## src/source/cu_pkg.sv

```systemverilog
package cu_pkg;

	localparam int INSTR_W = 8; // Instruction byte
	localparam int REG_SEL_W = 2; // ra and rb fields
	localparam int ALU_CTRL_W = 6;
	localparam int FLAGS_W = 4; // {Z, N, C, V} from msb down
	localparam int CMD_W = 6; // 34 decoded commands need six bits

	localparam int FLAG_Z = 3;
	localparam int FLAG_N = 2;
	localparam int FLAG_C = 1;
	localparam int FLAG_V = 0;

	typedef enum logic [1:0] {
		IDLE = 2'd0,
		SECOND_BYTE = 2'd1 // Held byte drives decode
	} state_e;

	// Major opcode in the upper nibble of the byte
	typedef enum logic [3:0] {
		OP_NOP = 4'd0, OP_MOV = 4'd1, OP_ADD = 4'd2, OP_SUB = 4'd3,
		OP_AND = 4'd4, OP_OR = 4'd5,
		OP_ROT = 4'd6, // RLC, RRC, SETC, CLRC
		OP_STACK = 4'd7, // PUSH, POP, OUT, IN
		OP_UNARY = 4'd8, // NOT, NEG, INC, DEC
		OP_JCOND = 4'd9, // JZ, JN, JC, JV
		OP_LOOP = 4'd10,
		OP_JUMP = 4'd11, // JMP, CALL, RET, RTI
		OP_TWO_BYTE = 4'd12, // LDM, LDD, STD
		OP_LDI = 4'd13,
		OP_STI = 4'd14
	} opcode_e;

	typedef enum logic [CMD_W-1:0] {
		CMD_NOP, CMD_MOV, CMD_ADD, CMD_SUB, CMD_AND, CMD_OR,
		CMD_RLC, CMD_RRC, CMD_SETC, CMD_CLRC,
		CMD_PUSH, CMD_POP,
		CMD_NOT, CMD_NEG, CMD_INC, CMD_DEC,
		CMD_JZ, CMD_JN, CMD_JC, CMD_JV, CMD_LOOP,
		CMD_JMP, CMD_CALL, CMD_RET, CMD_RTI,
		CMD_LDI, CMD_STI,
		CMD_FETCH2, // First byte of LDM/LDD/STD
		CMD_LDM, CMD_LDD, CMD_STD,
		CMD_INTR, CMD_RESET,
		CMD_IO // IN/OUT, no port logic behind it
	} cmd_e;

	typedef enum logic [ALU_CTRL_W-1:0] {
		ALU_NOP = 6'd0, ALU_MOV = 6'd1, ALU_ADD = 6'd2, ALU_SUB = 6'd3,
		ALU_AND = 6'd4, ALU_OR = 6'd5,
		ALU_SETC = 6'd8, ALU_CLRC = 6'd9,
		ALU_ROT_L = 6'd10, // Also PUSH
		ALU_ROT_R = 6'd11, // Also POP
		ALU_NOT = 6'd14, ALU_NEG = 6'd15, ALU_INC = 6'd16, ALU_DEC = 6'd17,
		ALU_JZ = 6'd18, ALU_JN = 6'd19, ALU_JC = 6'd20, ALU_JV = 6'd21,
		ALU_LOOP = 6'd22,
		ALU_PASS_RD2 = 6'd23, // Jump target from R[rb]
		ALU_CALL = 6'd24, ALU_RET = 6'd25, ALU_RTI = 6'd26,
		ALU_LDM = 6'd27, ALU_LDD = 6'd28, ALU_STD = 6'd29,
		ALU_LDI = 6'd30, ALU_STI = 6'd31,
		ALU_INTR = 6'd32
	} alu_op_e;

	typedef enum logic [1:0] {
		PC_INC = 2'd0, PC_RESET_VEC = 2'd1, PC_INTR_VEC = 2'd2, PC_JUMP = 2'd3
	} pc_sel_e;

	// Register file write address
	typedef enum logic [1:0] {
		WA_RA = 2'd0, WA_RB = 2'd1, WA_SP = 2'd2, WA_OLD_RB = 2'd3
	} addr_sel_e;

	// Register file write data
	typedef enum logic [1:0] {
		RDATA_SP = 2'd0, RDATA_RESULT = 2'd2, RDATA_IMM = 2'd3
	} rdata_sel_e;

	typedef enum logic [1:0] {
		DA_REG = 2'd0, DA_SP = 2'd1, DA_SP_INC = 2'd2, DA_EA = 2'd3
	} dmem_a_sel_e;

	typedef enum logic [1:0] {
		WD_ZERO = 2'd0, WD_REG = 2'd1, WD_PC_NEXT = 2'd2, WD_PC = 2'd3
	} dmem_wd_sel_e;

endpackage
```

## src/source/cu_top.sv

```systemverilog
`timescale 1ns/1ps

module cu_top (
	input logic clk,
	input logic rst,
	input logic [cu_pkg::INSTR_W-1:0] opcode,
	input logic [cu_pkg::FLAGS_W-1:0] flags, // {Z, N, C, V}
	input logic intr_in,
	output logic [cu_pkg::REG_SEL_W-1:0] old_rb,
	output cu_pkg::rdata_sel_e rdata_sel,
	output cu_pkg::dmem_wd_sel_e dmem_wd_sel,
	output cu_pkg::dmem_a_sel_e dmem_a_sel,
	output logic mux_out_sel,
	output cu_pkg::pc_sel_e pc_sel,
	output cu_pkg::addr_sel_e addr_sel,
	output logic branch_taken,
	output logic f_save,
	output logic f_restore,
	output logic sp_sel,
	output logic rd2_sel,
	output logic wr_en_dmem,
	output logic rd_en,
	output logic wr_en_regf,
	output logic is_ret,
	output cu_pkg::alu_op_e alu_control
);

	cu_pkg::state_e phase;
	logic [cu_pkg::INSTR_W-1:0] held_byte;
	cu_pkg::cmd_e cmd; // One decoded command per cycle

	instr_sequencer seq_i (.clk(clk), .rst(rst), .opcode(opcode), .intr_in(intr_in),
		.phase(phase), .held_byte(held_byte), .old_rb(old_rb));

	instr_classifier cls_i (.rst(rst), .intr_in(intr_in), .phase(phase), .opcode(opcode),
		.held_byte(held_byte), .cmd(cmd));

	branch_resolver br_i (.cmd(cmd), .flags(flags), .pc_sel(pc_sel), .taken(branch_taken),
		.is_ret(is_ret));

	datapath_ctrl dp_i (.cmd(cmd), .taken(branch_taken), .alu_control(alu_control),
		.mux_out_sel(mux_out_sel), .wr_en_regf(wr_en_regf), .rd2_sel(rd2_sel),
		.addr_sel(addr_sel), .rdata_sel(rdata_sel));

	memory_ctrl mem_i (.cmd(cmd), .wr_en_dmem(wr_en_dmem), .rd_en(rd_en), .sp_sel(sp_sel),
		.f_save(f_save), .f_restore(f_restore), .dmem_a_sel(dmem_a_sel),
		.dmem_wd_sel(dmem_wd_sel));

endmodule

```

## src/source/memory_ctrl.sv

```systemverilog
`timescale 1ns/1ps

module memory_ctrl (
	input cu_pkg::cmd_e cmd,
	output logic wr_en_dmem,
	output logic rd_en,
	output logic sp_sel, // 1 increments SP, 0 decrements
	output logic f_save,
	output logic f_restore,
	output cu_pkg::dmem_a_sel_e dmem_a_sel,
	output cu_pkg::dmem_wd_sel_e dmem_wd_sel
);

	always_comb begin
		wr_en_dmem = 1'b0;
		rd_en = 1'b0;
		sp_sel = 1'b0;
		f_save = 1'b0;
		f_restore = 1'b0;
		dmem_a_sel = cu_pkg::DA_REG;
		dmem_wd_sel = cu_pkg::WD_ZERO;
		case (cmd)
			cu_pkg::CMD_PUSH,
			cu_pkg::CMD_CALL,
			cu_pkg::CMD_INTR: begin
				wr_en_dmem = 1'b1;
				dmem_a_sel = cu_pkg::DA_SP; // Post-decrement push
				case (cmd)
					cu_pkg::CMD_PUSH: dmem_wd_sel = cu_pkg::WD_REG;
					cu_pkg::CMD_CALL: dmem_wd_sel = cu_pkg::WD_PC_NEXT; // Return address
					default: dmem_wd_sel = cu_pkg::WD_PC; // Interrupted PC
				endcase
				f_save = (cmd == cu_pkg::CMD_INTR);
			end
			cu_pkg::CMD_POP,
			cu_pkg::CMD_RET,
			cu_pkg::CMD_RTI: begin
				rd_en = 1'b1;
				sp_sel = 1'b1;
				dmem_a_sel = cu_pkg::DA_SP_INC; // Pre-increment pop
				f_restore = (cmd == cu_pkg::CMD_RTI);
			end
			cu_pkg::CMD_LDI: rd_en = 1'b1; // Address from R[ra]
			cu_pkg::CMD_STI: begin
				wr_en_dmem = 1'b1;
				dmem_wd_sel = cu_pkg::WD_REG;
			end
			cu_pkg::CMD_LDD: begin
				rd_en = 1'b1;
				dmem_a_sel = cu_pkg::DA_EA;
			end
			cu_pkg::CMD_STD: begin
				wr_en_dmem = 1'b1;
				dmem_a_sel = cu_pkg::DA_EA; // Effective address from second byte
				dmem_wd_sel = cu_pkg::WD_REG;
			end
			default: begin
			end
		endcase
	end

endmodule

```

## src/source/datapath_ctrl.sv

```systemverilog
`timescale 1ns/1ps

module datapath_ctrl (
	input cu_pkg::cmd_e cmd,
	input logic taken,
	output cu_pkg::alu_op_e alu_control,
	output logic mux_out_sel,
	output logic wr_en_regf,
	output logic rd2_sel,
	output cu_pkg::addr_sel_e addr_sel,
	output cu_pkg::rdata_sel_e rdata_sel
);

	always_comb begin
		alu_control = cu_pkg::ALU_NOP;
		mux_out_sel = 1'b0; // Memory data unless ALU chosen
		wr_en_regf = 1'b0;
		rd2_sel = 1'b0;
		addr_sel = cu_pkg::WA_RA;
		rdata_sel = cu_pkg::RDATA_SP;
		case (cmd)
			cu_pkg::CMD_MOV,
			cu_pkg::CMD_ADD,
			cu_pkg::CMD_SUB,
			cu_pkg::CMD_AND,
			cu_pkg::CMD_OR: begin
				case (cmd)
					cu_pkg::CMD_MOV: alu_control = cu_pkg::ALU_MOV;
					cu_pkg::CMD_ADD: alu_control = cu_pkg::ALU_ADD;
					cu_pkg::CMD_SUB: alu_control = cu_pkg::ALU_SUB;
					cu_pkg::CMD_AND: alu_control = cu_pkg::ALU_AND;
					default: alu_control = cu_pkg::ALU_OR;
				endcase
				mux_out_sel = 1'b1;
				rdata_sel = cu_pkg::RDATA_RESULT;
				wr_en_regf = 1'b1; // Result to R[ra]
			end
			cu_pkg::CMD_RLC,
			cu_pkg::CMD_RRC,
			cu_pkg::CMD_NOT,
			cu_pkg::CMD_NEG,
			cu_pkg::CMD_INC,
			cu_pkg::CMD_DEC: begin
				case (cmd)
					cu_pkg::CMD_RLC: alu_control = cu_pkg::ALU_ROT_L;
					cu_pkg::CMD_RRC: alu_control = cu_pkg::ALU_ROT_R;
					cu_pkg::CMD_NOT: alu_control = cu_pkg::ALU_NOT;
					cu_pkg::CMD_NEG: alu_control = cu_pkg::ALU_NEG;
					cu_pkg::CMD_INC: alu_control = cu_pkg::ALU_INC;
					default: alu_control = cu_pkg::ALU_DEC;
				endcase
				mux_out_sel = 1'b1;
				rdata_sel = cu_pkg::RDATA_RESULT;
				addr_sel = cu_pkg::WA_RB; // Single-operand ops write R[rb]
				wr_en_regf = 1'b1;
			end
			cu_pkg::CMD_SETC: alu_control = cu_pkg::ALU_SETC;
			cu_pkg::CMD_CLRC: alu_control = cu_pkg::ALU_CLRC;
			cu_pkg::CMD_PUSH: alu_control = cu_pkg::ALU_ROT_L;
			cu_pkg::CMD_POP: begin
				alu_control = cu_pkg::ALU_ROT_R;
				rdata_sel = cu_pkg::RDATA_RESULT;
				addr_sel = cu_pkg::WA_RB; // Popped data into R[rb]
				wr_en_regf = 1'b1;
			end
			cu_pkg::CMD_JZ,
			cu_pkg::CMD_JN,
			cu_pkg::CMD_JC,
			cu_pkg::CMD_JV: begin
				case (cmd)
					cu_pkg::CMD_JZ: alu_control = cu_pkg::ALU_JZ;
					cu_pkg::CMD_JN: alu_control = cu_pkg::ALU_JN;
					cu_pkg::CMD_JC: alu_control = cu_pkg::ALU_JC;
					default: alu_control = cu_pkg::ALU_JV;
				endcase
				if (taken) begin
					alu_control = cu_pkg::ALU_PASS_RD2; // Jump target from R[rb]
					mux_out_sel = 1'b1;
				end
			end
			cu_pkg::CMD_LOOP: begin
				alu_control = cu_pkg::ALU_LOOP;
				mux_out_sel = 1'b1;
				rdata_sel = cu_pkg::RDATA_RESULT;
				wr_en_regf = 1'b1; // Decremented count back to R[ra]
			end
			cu_pkg::CMD_JMP: begin
				alu_control = cu_pkg::ALU_PASS_RD2;
				mux_out_sel = 1'b1;
			end
			cu_pkg::CMD_CALL,
			cu_pkg::CMD_INTR: begin
				alu_control = (cmd == cu_pkg::CMD_CALL) ? cu_pkg::ALU_CALL : cu_pkg::ALU_INTR;
				mux_out_sel = (cmd == cu_pkg::CMD_CALL);
				addr_sel = cu_pkg::WA_SP; // SP decremented
				wr_en_regf = 1'b1;
			end
			cu_pkg::CMD_RET,
			cu_pkg::CMD_RTI: begin
				alu_control = (cmd == cu_pkg::CMD_RET) ? cu_pkg::ALU_RET : cu_pkg::ALU_RTI;
				addr_sel = cu_pkg::WA_SP; // SP incremented
				wr_en_regf = 1'b1;
			end
			cu_pkg::CMD_LDI: begin
				alu_control = cu_pkg::ALU_LDI;
				rdata_sel = cu_pkg::RDATA_RESULT;
				addr_sel = cu_pkg::WA_RB;
				wr_en_regf = 1'b1;
			end
			cu_pkg::CMD_STI: alu_control = cu_pkg::ALU_STI;
			cu_pkg::CMD_LDM: begin
				alu_control = cu_pkg::ALU_LDM;
				mux_out_sel = 1'b1;
				rdata_sel = cu_pkg::RDATA_IMM; // Second byte is the value
				addr_sel = cu_pkg::WA_OLD_RB;
				wr_en_regf = 1'b1;
			end
			cu_pkg::CMD_LDD: begin
				alu_control = cu_pkg::ALU_LDD;
				rdata_sel = cu_pkg::RDATA_RESULT;
				addr_sel = cu_pkg::WA_OLD_RB;
				wr_en_regf = 1'b1;
			end
			cu_pkg::CMD_STD: begin
				alu_control = cu_pkg::ALU_STD;
				rd2_sel = 1'b1; // Read port 2 addressed by old_rb
			end
			default: begin
			end
		endcase
	end

endmodule

```

## src/source/branch_resolver.sv

```systemverilog
`timescale 1ns/1ps

module branch_resolver (
	input cu_pkg::cmd_e cmd,
	input logic [cu_pkg::FLAGS_W-1:0] flags,
	output cu_pkg::pc_sel_e pc_sel,
	output logic taken,
	output logic is_ret
);

	always_comb begin
		taken = 1'b0;
		is_ret = 1'b0;
		pc_sel = cu_pkg::PC_INC;
		case (cmd)
			cu_pkg::CMD_JZ: taken = flags[cu_pkg::FLAG_Z];
			cu_pkg::CMD_JN: taken = flags[cu_pkg::FLAG_N];
			cu_pkg::CMD_JC: taken = flags[cu_pkg::FLAG_C];
			cu_pkg::CMD_JV: taken = flags[cu_pkg::FLAG_V];
			cu_pkg::CMD_LOOP: taken = flags[cu_pkg::FLAG_Z]; // Taken while Z is set
			cu_pkg::CMD_JMP,
			cu_pkg::CMD_CALL: taken = 1'b1;
			default: taken = 1'b0;
		endcase

		if (taken) begin
			pc_sel = cu_pkg::PC_JUMP; // Target is R[rb] through the ALU
		end

		case (cmd)
			cu_pkg::CMD_RET,
			cu_pkg::CMD_RTI: begin
				pc_sel = cu_pkg::PC_JUMP; // Target popped from the stack
				is_ret = 1'b1;
			end
			cu_pkg::CMD_INTR: pc_sel = cu_pkg::PC_INTR_VEC;
			cu_pkg::CMD_RESET: pc_sel = cu_pkg::PC_RESET_VEC;
			default: begin
			end
		endcase
	end

endmodule

```

## src/source/instr_classifier.sv

```systemverilog
`timescale 1ns/1ps

module instr_classifier (
	input logic rst,
	input logic intr_in,
	input cu_pkg::state_e phase,
	input logic [cu_pkg::INSTR_W-1:0] opcode,
	input logic [cu_pkg::INSTR_W-1:0] held_byte,
	output cu_pkg::cmd_e cmd
);

	logic [cu_pkg::INSTR_W-1:0] sel_byte;
	cu_pkg::opcode_e major;
	logic [cu_pkg::REG_SEL_W-1:0] ra; // Also the sub-opcode field

	assign sel_byte = (phase == cu_pkg::SECOND_BYTE) ? held_byte : opcode;
	assign major = cu_pkg::opcode_e'(sel_byte[7:4]);
	assign ra = sel_byte[3:2];

	always_comb begin
		cmd = cu_pkg::CMD_NOP;
		if (!rst) begin
			cmd = cu_pkg::CMD_RESET; // Selects the reset vector
		end else if (phase == cu_pkg::IDLE && intr_in) begin
			cmd = cu_pkg::CMD_INTR;
		end else if (phase == cu_pkg::SECOND_BYTE) begin
			case (ra)
				2'd0: cmd = cu_pkg::CMD_LDM;
				2'd1: cmd = cu_pkg::CMD_LDD;
				2'd2: cmd = cu_pkg::CMD_STD;
				default: cmd = cu_pkg::CMD_NOP;
			endcase
		end else begin
			case (major)
				cu_pkg::OP_NOP: cmd = cu_pkg::CMD_NOP;
				cu_pkg::OP_MOV: cmd = cu_pkg::CMD_MOV;
				cu_pkg::OP_ADD: cmd = cu_pkg::CMD_ADD;
				cu_pkg::OP_SUB: cmd = cu_pkg::CMD_SUB;
				cu_pkg::OP_AND: cmd = cu_pkg::CMD_AND;
				cu_pkg::OP_OR: cmd = cu_pkg::CMD_OR;
				cu_pkg::OP_ROT: begin
					case (ra)
						2'd0: cmd = cu_pkg::CMD_RLC;
						2'd1: cmd = cu_pkg::CMD_RRC;
						2'd2: cmd = cu_pkg::CMD_SETC;
						default: cmd = cu_pkg::CMD_CLRC;
					endcase
				end
				cu_pkg::OP_STACK: begin
					case (ra)
						2'd0: cmd = cu_pkg::CMD_PUSH;
						2'd1: cmd = cu_pkg::CMD_POP;
						default: cmd = cu_pkg::CMD_IO; // OUT and IN
					endcase
				end
				cu_pkg::OP_UNARY: begin
					case (ra)
						2'd0: cmd = cu_pkg::CMD_NOT;
						2'd1: cmd = cu_pkg::CMD_NEG;
						2'd2: cmd = cu_pkg::CMD_INC;
						default: cmd = cu_pkg::CMD_DEC;
					endcase
				end
				cu_pkg::OP_JCOND: begin
					case (ra)
						2'd0: cmd = cu_pkg::CMD_JZ;
						2'd1: cmd = cu_pkg::CMD_JN;
						2'd2: cmd = cu_pkg::CMD_JC;
						default: cmd = cu_pkg::CMD_JV;
					endcase
				end
				cu_pkg::OP_LOOP: cmd = cu_pkg::CMD_LOOP;
				cu_pkg::OP_JUMP: begin
					case (ra)
						2'd0: cmd = cu_pkg::CMD_JMP;
						2'd1: cmd = cu_pkg::CMD_CALL;
						2'd2: cmd = cu_pkg::CMD_RET;
						default: cmd = cu_pkg::CMD_RTI;
					endcase
				end
				cu_pkg::OP_TWO_BYTE: cmd = cu_pkg::CMD_FETCH2; // Wait for the second byte
				cu_pkg::OP_LDI: cmd = cu_pkg::CMD_LDI;
				cu_pkg::OP_STI: cmd = cu_pkg::CMD_STI;
				default: cmd = cu_pkg::CMD_NOP; // Opcode 15 unused
			endcase
		end
	end

endmodule

```

## src/source/instr_sequencer.sv

```systemverilog
`timescale 1ns/1ps

module instr_sequencer (
	input logic clk,
	input logic rst,
	input logic [cu_pkg::INSTR_W-1:0] opcode,
	input logic intr_in,
	output cu_pkg::state_e phase,
	output logic [cu_pkg::INSTR_W-1:0] held_byte,
	output logic [cu_pkg::REG_SEL_W-1:0] old_rb
);

	logic capture; // First byte of a two-byte instruction seen
	cu_pkg::state_e next_phase;

	// Interrupt in IDLE wins over the two-byte group
	assign capture = (phase == cu_pkg::IDLE) && !intr_in &&
		(opcode[7:4] == cu_pkg::OP_TWO_BYTE);

	always_comb begin
		case (phase)
			cu_pkg::IDLE: next_phase = capture ? cu_pkg::SECOND_BYTE : cu_pkg::IDLE;
			cu_pkg::SECOND_BYTE: next_phase = cu_pkg::IDLE; // Always one extra cycle
			default: next_phase = cu_pkg::IDLE;
		endcase
	end

	always_ff @(posedge clk or negedge rst) begin
		if (!rst) begin
			phase <= cu_pkg::IDLE;
			held_byte <= '0;
		end else begin
			phase <= next_phase;
			if (capture) begin
				held_byte <= opcode; // Keep the whole first byte
			end
		end
	end

	// Destination of LDM/LDD and source of STD
	assign old_rb = (phase == cu_pkg::SECOND_BYTE) ?
		held_byte[cu_pkg::REG_SEL_W-1:0] : '0;

endmodule

```

## config.mk

```make
export PLATFORM = sky130hd
export DESIGN_NAME = cu_top
export DESIGN_NICKNAME = d
export VERILOG_FILES = /design/src/source/cu_pkg.sv /design/src/source/cu_top.sv /design/src/source/memory_ctrl.sv /design/src/source/datapath_ctrl.sv /design/src/source/branch_resolver.sv /design/src/source/instr_classifier.sv /design/src/source/instr_sequencer.sv
export SDC_FILE = /design/constraint.sdc
export NUM_CORES = 1
export LEC_CHECK = 0
export ABC_AREA = 1
export BUFFER_PORTS_ARGS = -buffer_cell sky130_fd_sc_hd__buf_2
export CORE_MARGIN = 3
export CORE_UTILIZATION = 45
export CTS_CLUSTER_SIZE = 30
export DETAILED_ROUTE_END_ITERATION = 8
export PLACE_DENSITY = 0.65
export SLEW_MARGIN = 10
export SYNTH_ARGS = -nofsm -noshare
export SYNTH_HDL_FRONTEND = slang
export SYNTH_SLANG_ARGS = --single-unit
export TNS_END_PERCENT = 1
```

## constraint.sdc

```tcl
create_clock -name clk -period 3.75 [get_ports clk]
set_clock_uncertainty 0.05 [all_clocks]
set_input_delay 0.5625 -clock clk [delete_from_list [all_inputs] [get_ports clk]]
set_output_delay 0.5625 -clock clk [all_outputs]
set_load 0.005 [all_outputs]
```

== Yosys cells after proc, flatten, opt, wreduce, memory -nomap -nowiden ==
Index checks and enable logic that the tools add are counted.
W data, S select, Z words.
Storage, ports and cells
  word-level logic and storage cells: 115
  input port bits: 15
  register bits after elaboration: 10
  output and inout bits: 28
Operators by class
  mux-type cells: 39
  reductions and logical operators: 25
  equality and inequality tests: 49
Operator list (number)
  $pmux W6 S16: 1
  $eq A6 B5 Y1 const B: 15
  $pmux W6 S14: 1
  $eq A6 B4 Y1 const B: 8
  $eq A4 B4 Y1 const B: 8
  $pmux W2 S3: 5
  $pmux W5 S5: 1
  $eq A6 B3 Y1 const B: 4
  $mux W6: 4
  $pmux W4 S3: 2
  $reduce_or A20 Y1: 1
  $eq A4 B3 Y1 const B: 4
  $pmux W5 S3: 1
  $reduce_or A15 Y1: 1
  $reduce_or A5 Y1: 3
  $reduce_or A14 Y1: 1
  $reduce_or A2 Y1: 7
  $eq A6 B2 Y1 const B: 2
  $pmux W2 S2: 3
  $pmux W3 S4: 1
  $pmux W6 S2: 1
  $mux W1: 10
  $pmux W3 S3: 1
  $eq A4 B2 Y1 const B: 2
  17 further kinds: 26

== Depth between registers and ports, before layout ==
  depth in word-level cells: 13
  gate-level depth with buffers: 21
  depth with buffers taken out: 20

== Hierarchy ==
From an unflattened synthesis, not the netlist that was laid out.
Unflattened totals
  cells, all modules: 354
  area, all modules: 2023.2 um2
By module, submodules not included
  instr_classifier: cells an instance 117, area an instance 691.9 um2, times used 1, sequential area each 0.0 um2
  datapath_ctrl: cells an instance 120, area an instance 594.3 um2, times used 1, sequential area each 0.0 um2
  instr_sequencer: cells an instance 41, area an instance 387.9 um2, times used 1, sequential area each 225.2 um2
  memory_ctrl: cells an instance 42, area an instance 200.2 um2, times used 1, sequential area each 0.0 um2
  branch_resolver: cells an instance 34, area an instance 148.9 um2, times used 1, sequential area each 0.0 um2

== Worst setup path before layout ==
No wires, ideal clock.
  path type: reg2out
  start point: register seq_i.phase[0]
  end point: output port mux_out_sel
  data required time: 3.137 ns
  path buffers: 1
  setup slack: 0.798 ns
  cell stages (with the launch flop): 18
  arrival time: 2.339 ns
  cell sequence: dfrtp_1 > inv_2 > buf_6 > or2_0 > o21a_2 > inv_1 > ha_1 > nand2_1 > nand3_1 > o21bai_2 > nand2_4 > a21oi_4 > nand3_1 > nand2_1 > nand2_2 > nand3_4 > nand2_1 > nand3_1
On the way
  word-level cells in the longest chain between the ends: 13
  elaborated cells on any way between the ends: 59
  classes of those cells: 37 x eq/ne; 14 x mux; 8 x reduce/logical
RTL lines
  start: declaration: RTL line instr_sequencer.sv:8  | output cu_pkg::state_e phase,
  start signal: assignment: RTL line instr_sequencer.sv:30  | phase <= cu_pkg::IDLE;
  start signal: assignment: RTL line instr_sequencer.sv:33  | phase <= next_phase;
  $eq A2 B1 Y1: RTL line instr_classifier.sv:16, instr_classifier.sv:26
  $mux W8: RTL line instr_classifier.sv:16  | assign sel_byte = (phase == cu_pkg::SECOND_BYTE) ? held_byte : opcode;
  $eq A2 B2 Y1 (tied with other cells)
  $pmux W4 S3 (tied with other cells): RTL line instr_classifier.sv:74  | case (ra)
  $pmux W6 S14: RTL line instr_classifier.sv:34  | case (major)
  $mux W6: RTL line instr_classifier.sv:26  | end else if (phase == cu_pkg::SECOND_BYTE) begin
  $mux W6 (*): RTL line instr_classifier.sv:24  | end else if (phase == cu_pkg::IDLE && intr_in) begin
  $mux W6 (*): RTL line instr_classifier.sv:22  | if (!rst) begin
  $eq A6 B5 Y1: RTL line branch_resolver.sv:15  | case (cmd)
  $reduce_or A2 Y1, on equally long branches
  $pmux W1 S5 (*): RTL line branch_resolver.sv:15
  net branch_taken: RTL line cu_top.sv:16  | output logic branch_taken,
  $mux W1 (*): RTL line datapath_ctrl.sv:76  | if (taken) begin
  $pmux W1 S3 (*): RTL line datapath_ctrl.sv:21  | case (cmd)
  end: declaration: RTL line cu_top.sv:13  | output logic mux_out_sel,
Mark *: on every way through the listed nets, which the timed path passes. The rest lies on a longest branch.

== Worst setup path after layout ==
  start point: register seq_i.phase[0]
  end point: output port mux_out_sel
On the way
  word-level cells in the longest chain between the ends: 13
  elaborated cells on any way between the ends: 59
  classes of those cells: 37 x eq/ne; 14 x mux; 8 x reduce/logical
RTL lines (RTL line)
  $eq A2 B1 Y1: instr_classifier.sv:16, instr_classifier.sv:26
  $mux W8: instr_classifier.sv:16
  $eq A2 B2 Y1 (tied with other cells)
  $pmux W4 S3 (tied with other cells): instr_classifier.sv:74
  $pmux W6 S14: instr_classifier.sv:34
  $mux W6: instr_classifier.sv:26
  $mux W6 (*): instr_classifier.sv:24
  $mux W6 (*): instr_classifier.sv:22
  $eq A6 B5 Y1, on equally long branches: datapath_ctrl.sv:21, branch_resolver.sv:15, datapath_ctrl.sv:94
  $reduce_or A2 Y1, on equally long branches
  $pmux W1 S5: branch_resolver.sv:15
  $mux W1: datapath_ctrl.sv:76
  $pmux W1 S3 (*): datapath_ctrl.sv:21
Every way passes the cells marked *; elsewhere a longest branch is shown, timed or not.

==> impl_metrics.xml <==
<?xml version="1.0" encoding="UTF-8"?>
<metrics>
  <group name="route">
    <metric name="route.final.wire_length" unit="mm">4.87</metric>
    <metric name="drc_errors" unit="">0</metric>
    <metric name="route.antenna.remaining_nets" unit="">0</metric>
    <metric name="drtIter0Drc" unit="">227</metric>
    <metric name="first_pass_iters" unit="">4</metric>
    <metric name="vias_per_cell" unit="">5.09</metric>
    <metric name="wl_per_cell" unit="µm">12.1</metric>
    <metric name="detailroute.via_count" unit="">2050</metric>
  </group>
  <group name="finish">
    <metric name="finalNonFillerCells" unit="">403</metric>
    <metric name="design.final.nets" unit="">375</metric>
    <metric name="final_layout_size_suffix_gt1_share" unit="%">34.4</metric>
    <metric name="areaGrowthSynthToFinish" unit="%">17.8</metric>
    <metric name="antenna-diode-count" unit="">0</metric>
  </group>
  <group name="critical_path">
    <metric name="rr_worst_depth" unit="">8</metric>
    <metric name="worst_path_max_delay_cell" unit="">sky130_fd_sc_hd__dfrtp_1</metric>
    <metric name="crit_buf_inv" unit="">3</metric>
    <metric name="max_stage_delay" unit="ps">400</metric>
    <metric name="required" unit="ps">3140</metric>
    <metric name="critical_path_cell_by_cell" unit="">inv_4, or2_0, o21a_2, inv_1, ha_1, nand2_1, nand3_1, o21bai_2, nand2_4, a21oi_4, nand3_1, nand2_1, nand2_2, nand3_4, nand2_1, nand3_1, buf_2</metric>
    <metric name="endpoint_kind" unit="">output pin</metric>
    <metric name="worst_r2r_endpoint" unit="">seq_i.held_byte[2]</metric>
    <metric name="critPathKind" unit="">flip-flop to output pin</metric>
    <metric name="critical_path.startpoint_type" unit="">flip-flop</metric>
    <metric name="cp.arrival" unit="ps">2870</metric>
    <metric name="crit_path_max_fanout" unit="">14</metric>
    <metric name="timing.reg2reg.setup_slack" unit="ps">2010</metric>
    <metric name="critical-path-top-delay-family" unit="">simple AND/OR/NAND/NOR gates</metric>
    <metric name="timing.rr.start" unit="">seq_i.phase[0]</metric>
  </group>
  <group name="clocking">
    <metric name="cts-htree-levels" unit="">1</metric>
    <metric name="cts.sink_count" unit="">9</metric>
    <metric name="cts-buffers-inserted" unit="">3</metric>
    <metric name="post_cts_buffers" unit="">0</metric>
    <metric name="cts-hold-fix-buffers" unit="">0</metric>
    <metric name="ctsLongestPathBuffers" unit="">2</metric>
    <metric name="post_cts.resized_instances" unit="">0</metric>
    <metric name="tritoncts" unit="">yes</metric>
    <metric name="cts.clk_slew.worst_paths" unit="ps">40</metric>
    <metric name="clock_tree.root_cell" unit="">sky130_fd_sc_hd__clkbuf_8</metric>
    <metric name="insertion_delay" unit="ps">230</metric>
  </group>
  <group name="timing">
    <metric name="timing_worst_slew_pin_value" unit="ps">338</metric>
    <metric name="fin_setup_tns" unit="ps">0</metric>
    <metric name="final-max-slew-violation-count" unit="">0</metric>
    <metric name="max_slew_margin" unit="%">77.3</metric>
    <metric name="grt_setup_unrepaired" unit="">no</metric>
    <metric name="final.period_utilization" unit="%">93.0</metric>
    <metric name="fin_worst_hold_slack" unit="ps">419</metric>
    <metric name="hold_viol" unit="">0</metric>
    <metric name="report.final.setup_viol" unit="">0</metric>
    <metric name="max_freq" unit="MHz">287</metric>
    <metric name="final_period_minus_worst_setup_slack" unit="ps">3490</metric>
  </group>
  <group name="yosys">
    <metric name="synthesis.area_per_instance" unit="µm²">6.00</metric>
    <metric name="synthMostInstantiatedCell" unit="">sky130_fd_sc_hd__nand2_1</metric>
    <metric name="synth.largest_area_cell" unit="">sky130_fd_sc_hd__nand2_1</metric>
    <metric name="synth.lib_cells_used.distinct" unit="">33</metric>
    <metric name="yosysSeqAreaShare" unit="%">12.2</metric>
    <metric name="synth_enable_flop_cells" unit="">0</metric>
    <metric name="yosysTopAreaCellShare" unit="%">18.7</metric>
    <metric name="postSynth.topFlopCell" unit="">sky130_fd_sc_hd__dfrtp_1</metric>
    <metric name="mappedNetlistArea" unit="mm²">0.00185</metric>
    <metric name="top_post_synthesis_cells_by_count" unit="">92 x sky130_fd_sc_hd__nand2_1, 43 x sky130_fd_sc_hd__inv_1, 30 x sky130_fd_sc_hd__nor2_1</metric>
    <metric name="synth-async-reset-ratio" unit="%">100</metric>
    <metric name="ys.warnings.count" unit="">0</metric>
    <metric name="synth.net_count" unit="">327</metric>
    <metric name="syn-instance-count" unit="">308</metric>
    <metric name="netlist_top_cells_area" unit="">sky130_fd_sc_hd__nand2_1 19%, sky130_fd_sc_hd__dfrtp_1 12%, sky130_fd_sc_hd__nand2_4 9.1%</metric>
    <metric name="synth.ff_latch_count" unit="">9</metric>
  </group>
  <group name="place">
    <metric name="hpwl" unit="mm">4.13</metric>
    <metric name="input_output_buffers" unit="">42</metric>
    <metric name="gp_routability_congestion" unit="">0.919</metric>
    <metric name="placed_cells_incl_taps" unit="">399</metric>
  </group>
  <group name="grt">
    <metric name="grt_first_pass_wirelength" unit="mm">8.53</metric>
    <metric name="initial_antenna_violation_count" unit="">0</metric>
    <metric name="grt_overflow_total" unit="">0</metric>
    <metric name="gr-usage-all-layers" unit="%">20.3</metric>
    <metric name="vias_in_the_first_global_route" unit="">1861</metric>
    <metric name="grt_start_max_net_pins" unit="">15</metric>
  </group>
  <group name="pwr">
    <metric name="vdd_ir_max" unit="µV">258</metric>
    <metric name="power.total" unit="µW">457</metric>
    <metric name="power_density" unit="mW/mm²">210</metric>
    <metric name="cellLeakagePower" unit="µW">0.00137</metric>
  </group>
  <group name="status">
    <metric name="outcome" unit="">complete, no violations</metric>
  </group>
  <group name="floorplanning">
    <metric name="rows" unit="">22</metric>
    <metric name="die_width" unit="µm">70.1</metric>
    <metric name="die_h" unit="µm">70.1</metric>
    <metric name="top_level_ports" unit="">43</metric>
    <metric name="die_area" unit="mm²">0.00491</metric>
    <metric name="core_region_area" unit="mm²">0.00380</metric>
    <metric name="start_util" unit="%">48.6</metric>
  </group>
  <group name="worst_hold_path">
    <metric name="hold_path_depth" unit="">2</metric>
    <metric name="holdCritPathClass" unit="">flip-flop to flip-flop</metric>
    <metric name="hold_start" unit="">seq_i.held_byte[1]</metric>
    <metric name="min_delay_worst_endpoint" unit="">seq_i.held_byte[1]</metric>
  </group>
  <group name="flow_run">
    <metric name="maxCapViolations" unit="">0</metric>
  </group>
</metrics>
## layout make-up
type | count | area [µm²]
fillers | 386 | 1620
multi-input cells | 245 | 1410
repair buffers | 47 | 248
flip-flops and latches | 9 | 225
inverters | 50 | 193
well taps | 48 | 60.1
clock buffers | 4 | 45.0
## sequential cells by signal, indices dropped and copies added (netlist names)
register and flops:
seq_i.phase 1, seq_i.held_byte 8
## cell families (layout without fill, tap and decap cells)
kind of cell / after synthesis / after routing / share of synthesized area (%)
and+or+nand+nor: 221 / 221 / 64.8
AOI/OAI and AO/OA: 20 / 20 / 8.33
adders and majority gates: 4 / 4 / 2.71
buffers and inverters: 54 / 101 / 11.9
DFF: 9 / 9 / 12.2
## power by group
| part | internal (µW) | total, µW | switching, µW |
|---|---|---|---|
| sequential | 108 | 114 | 5.65 |
| clock | 73.8 | 109 | 35.2 |
| combinational | 85.3 | 234 | 148 |
## worst max-delay path by stage
stage | end | from | cells past startpoint
floorplan | mux_out_sel | seq_i.phase[0] | 17
global placement | alu_control[3] | seq_i.phase[0] | 16
detailed placement | alu_control[3] | seq_i.phase[0] | 16
CTS | alu_control[3] | seq_i.phase[0] | 16
global route | mux_out_sel | seq_i.phase[0] | 18
finish | mux_out_sel | seq_i.phase[0] | 17
## metrics by stage
stage	utilization, %	worst slack (ps)	area, µm²
finish	57.3	263	2180
global route	57.3	2.00	2180
CTS	57.1	171	2170
detailed placement	55.9	434	2120
global placement	55.9	479	2120
floorplan	-	798	1850
## worst min-delay path, cell delays in order (launching register included)
cell and delay [ps]:
sky130_fd_sc_hd__dfrtp_1 340, sky130_fd_sc_hd__nand2_1 50, sky130_fd_sc_hd__nand2_1 50
## cell usage in the layout, fill, tap and decap left out
master / count
sky130_fd_sc_hd__nand3_2: 4
sky130_fd_sc_hd__nand2_2: 19
sky130_fd_sc_hd__buf_4: 5
sky130_fd_sc_hd__inv_2: 5
sky130_fd_sc_hd__nor3b_1: 2
sky130_fd_sc_hd__a21oi_2: 2
sky130_fd_sc_hd__clkbuf_8: 3
sky130_fd_sc_hd__o21ai_0: 3
sky130_fd_sc_hd__ha_1: 4
sky130_fd_sc_hd__nor2_2: 8
sky130_fd_sc_hd__o21bai_2: 2
sky130_fd_sc_hd__nor4_1: 1
sky130_fd_sc_hd__nand3b_1: 1
sky130_fd_sc_hd__inv_4: 2
sky130_fd_sc_hd__nor3_1: 3
sky130_fd_sc_hd__nand2_4: 15
sky130_fd_sc_hd__nor2_4: 9
sky130_fd_sc_hd__inv_1: 43
sky130_fd_sc_hd__nand3_1: 21
sky130_fd_sc_hd__o21ai_2: 2
sky130_fd_sc_hd__or2_0: 1
sky130_fd_sc_hd__clkbuf_1: 1
sky130_fd_sc_hd__or2_2: 1
sky130_fd_sc_hd__nand4_1: 13
sky130_fd_sc_hd__o21ai_1: 3
sky130_fd_sc_hd__o21a_2: 1
sky130_fd_sc_hd__o2111ai_1: 4
sky130_fd_sc_hd__nor2_1: 30
sky130_fd_sc_hd__nand2_1: 92
sky130_fd_sc_hd__a21oi_4: 1
sky130_fd_sc_hd__nand3_4: 1
sky130_fd_sc_hd__a21oi_1: 2
sky130_fd_sc_hd__buf_2: 42
sky130_fd_sc_hd__dfrtp_1: 9
## layer usage
layer	vias up	share of wire [%]	GRT usage, %
li1	1071	-	-
met1	911	52	33.0
met2	66	41	29.3
met3	2	6.2	1.44
met4	0	0.29	2.34
met5	-	0	0
Power figures use the tool's default switching activity.
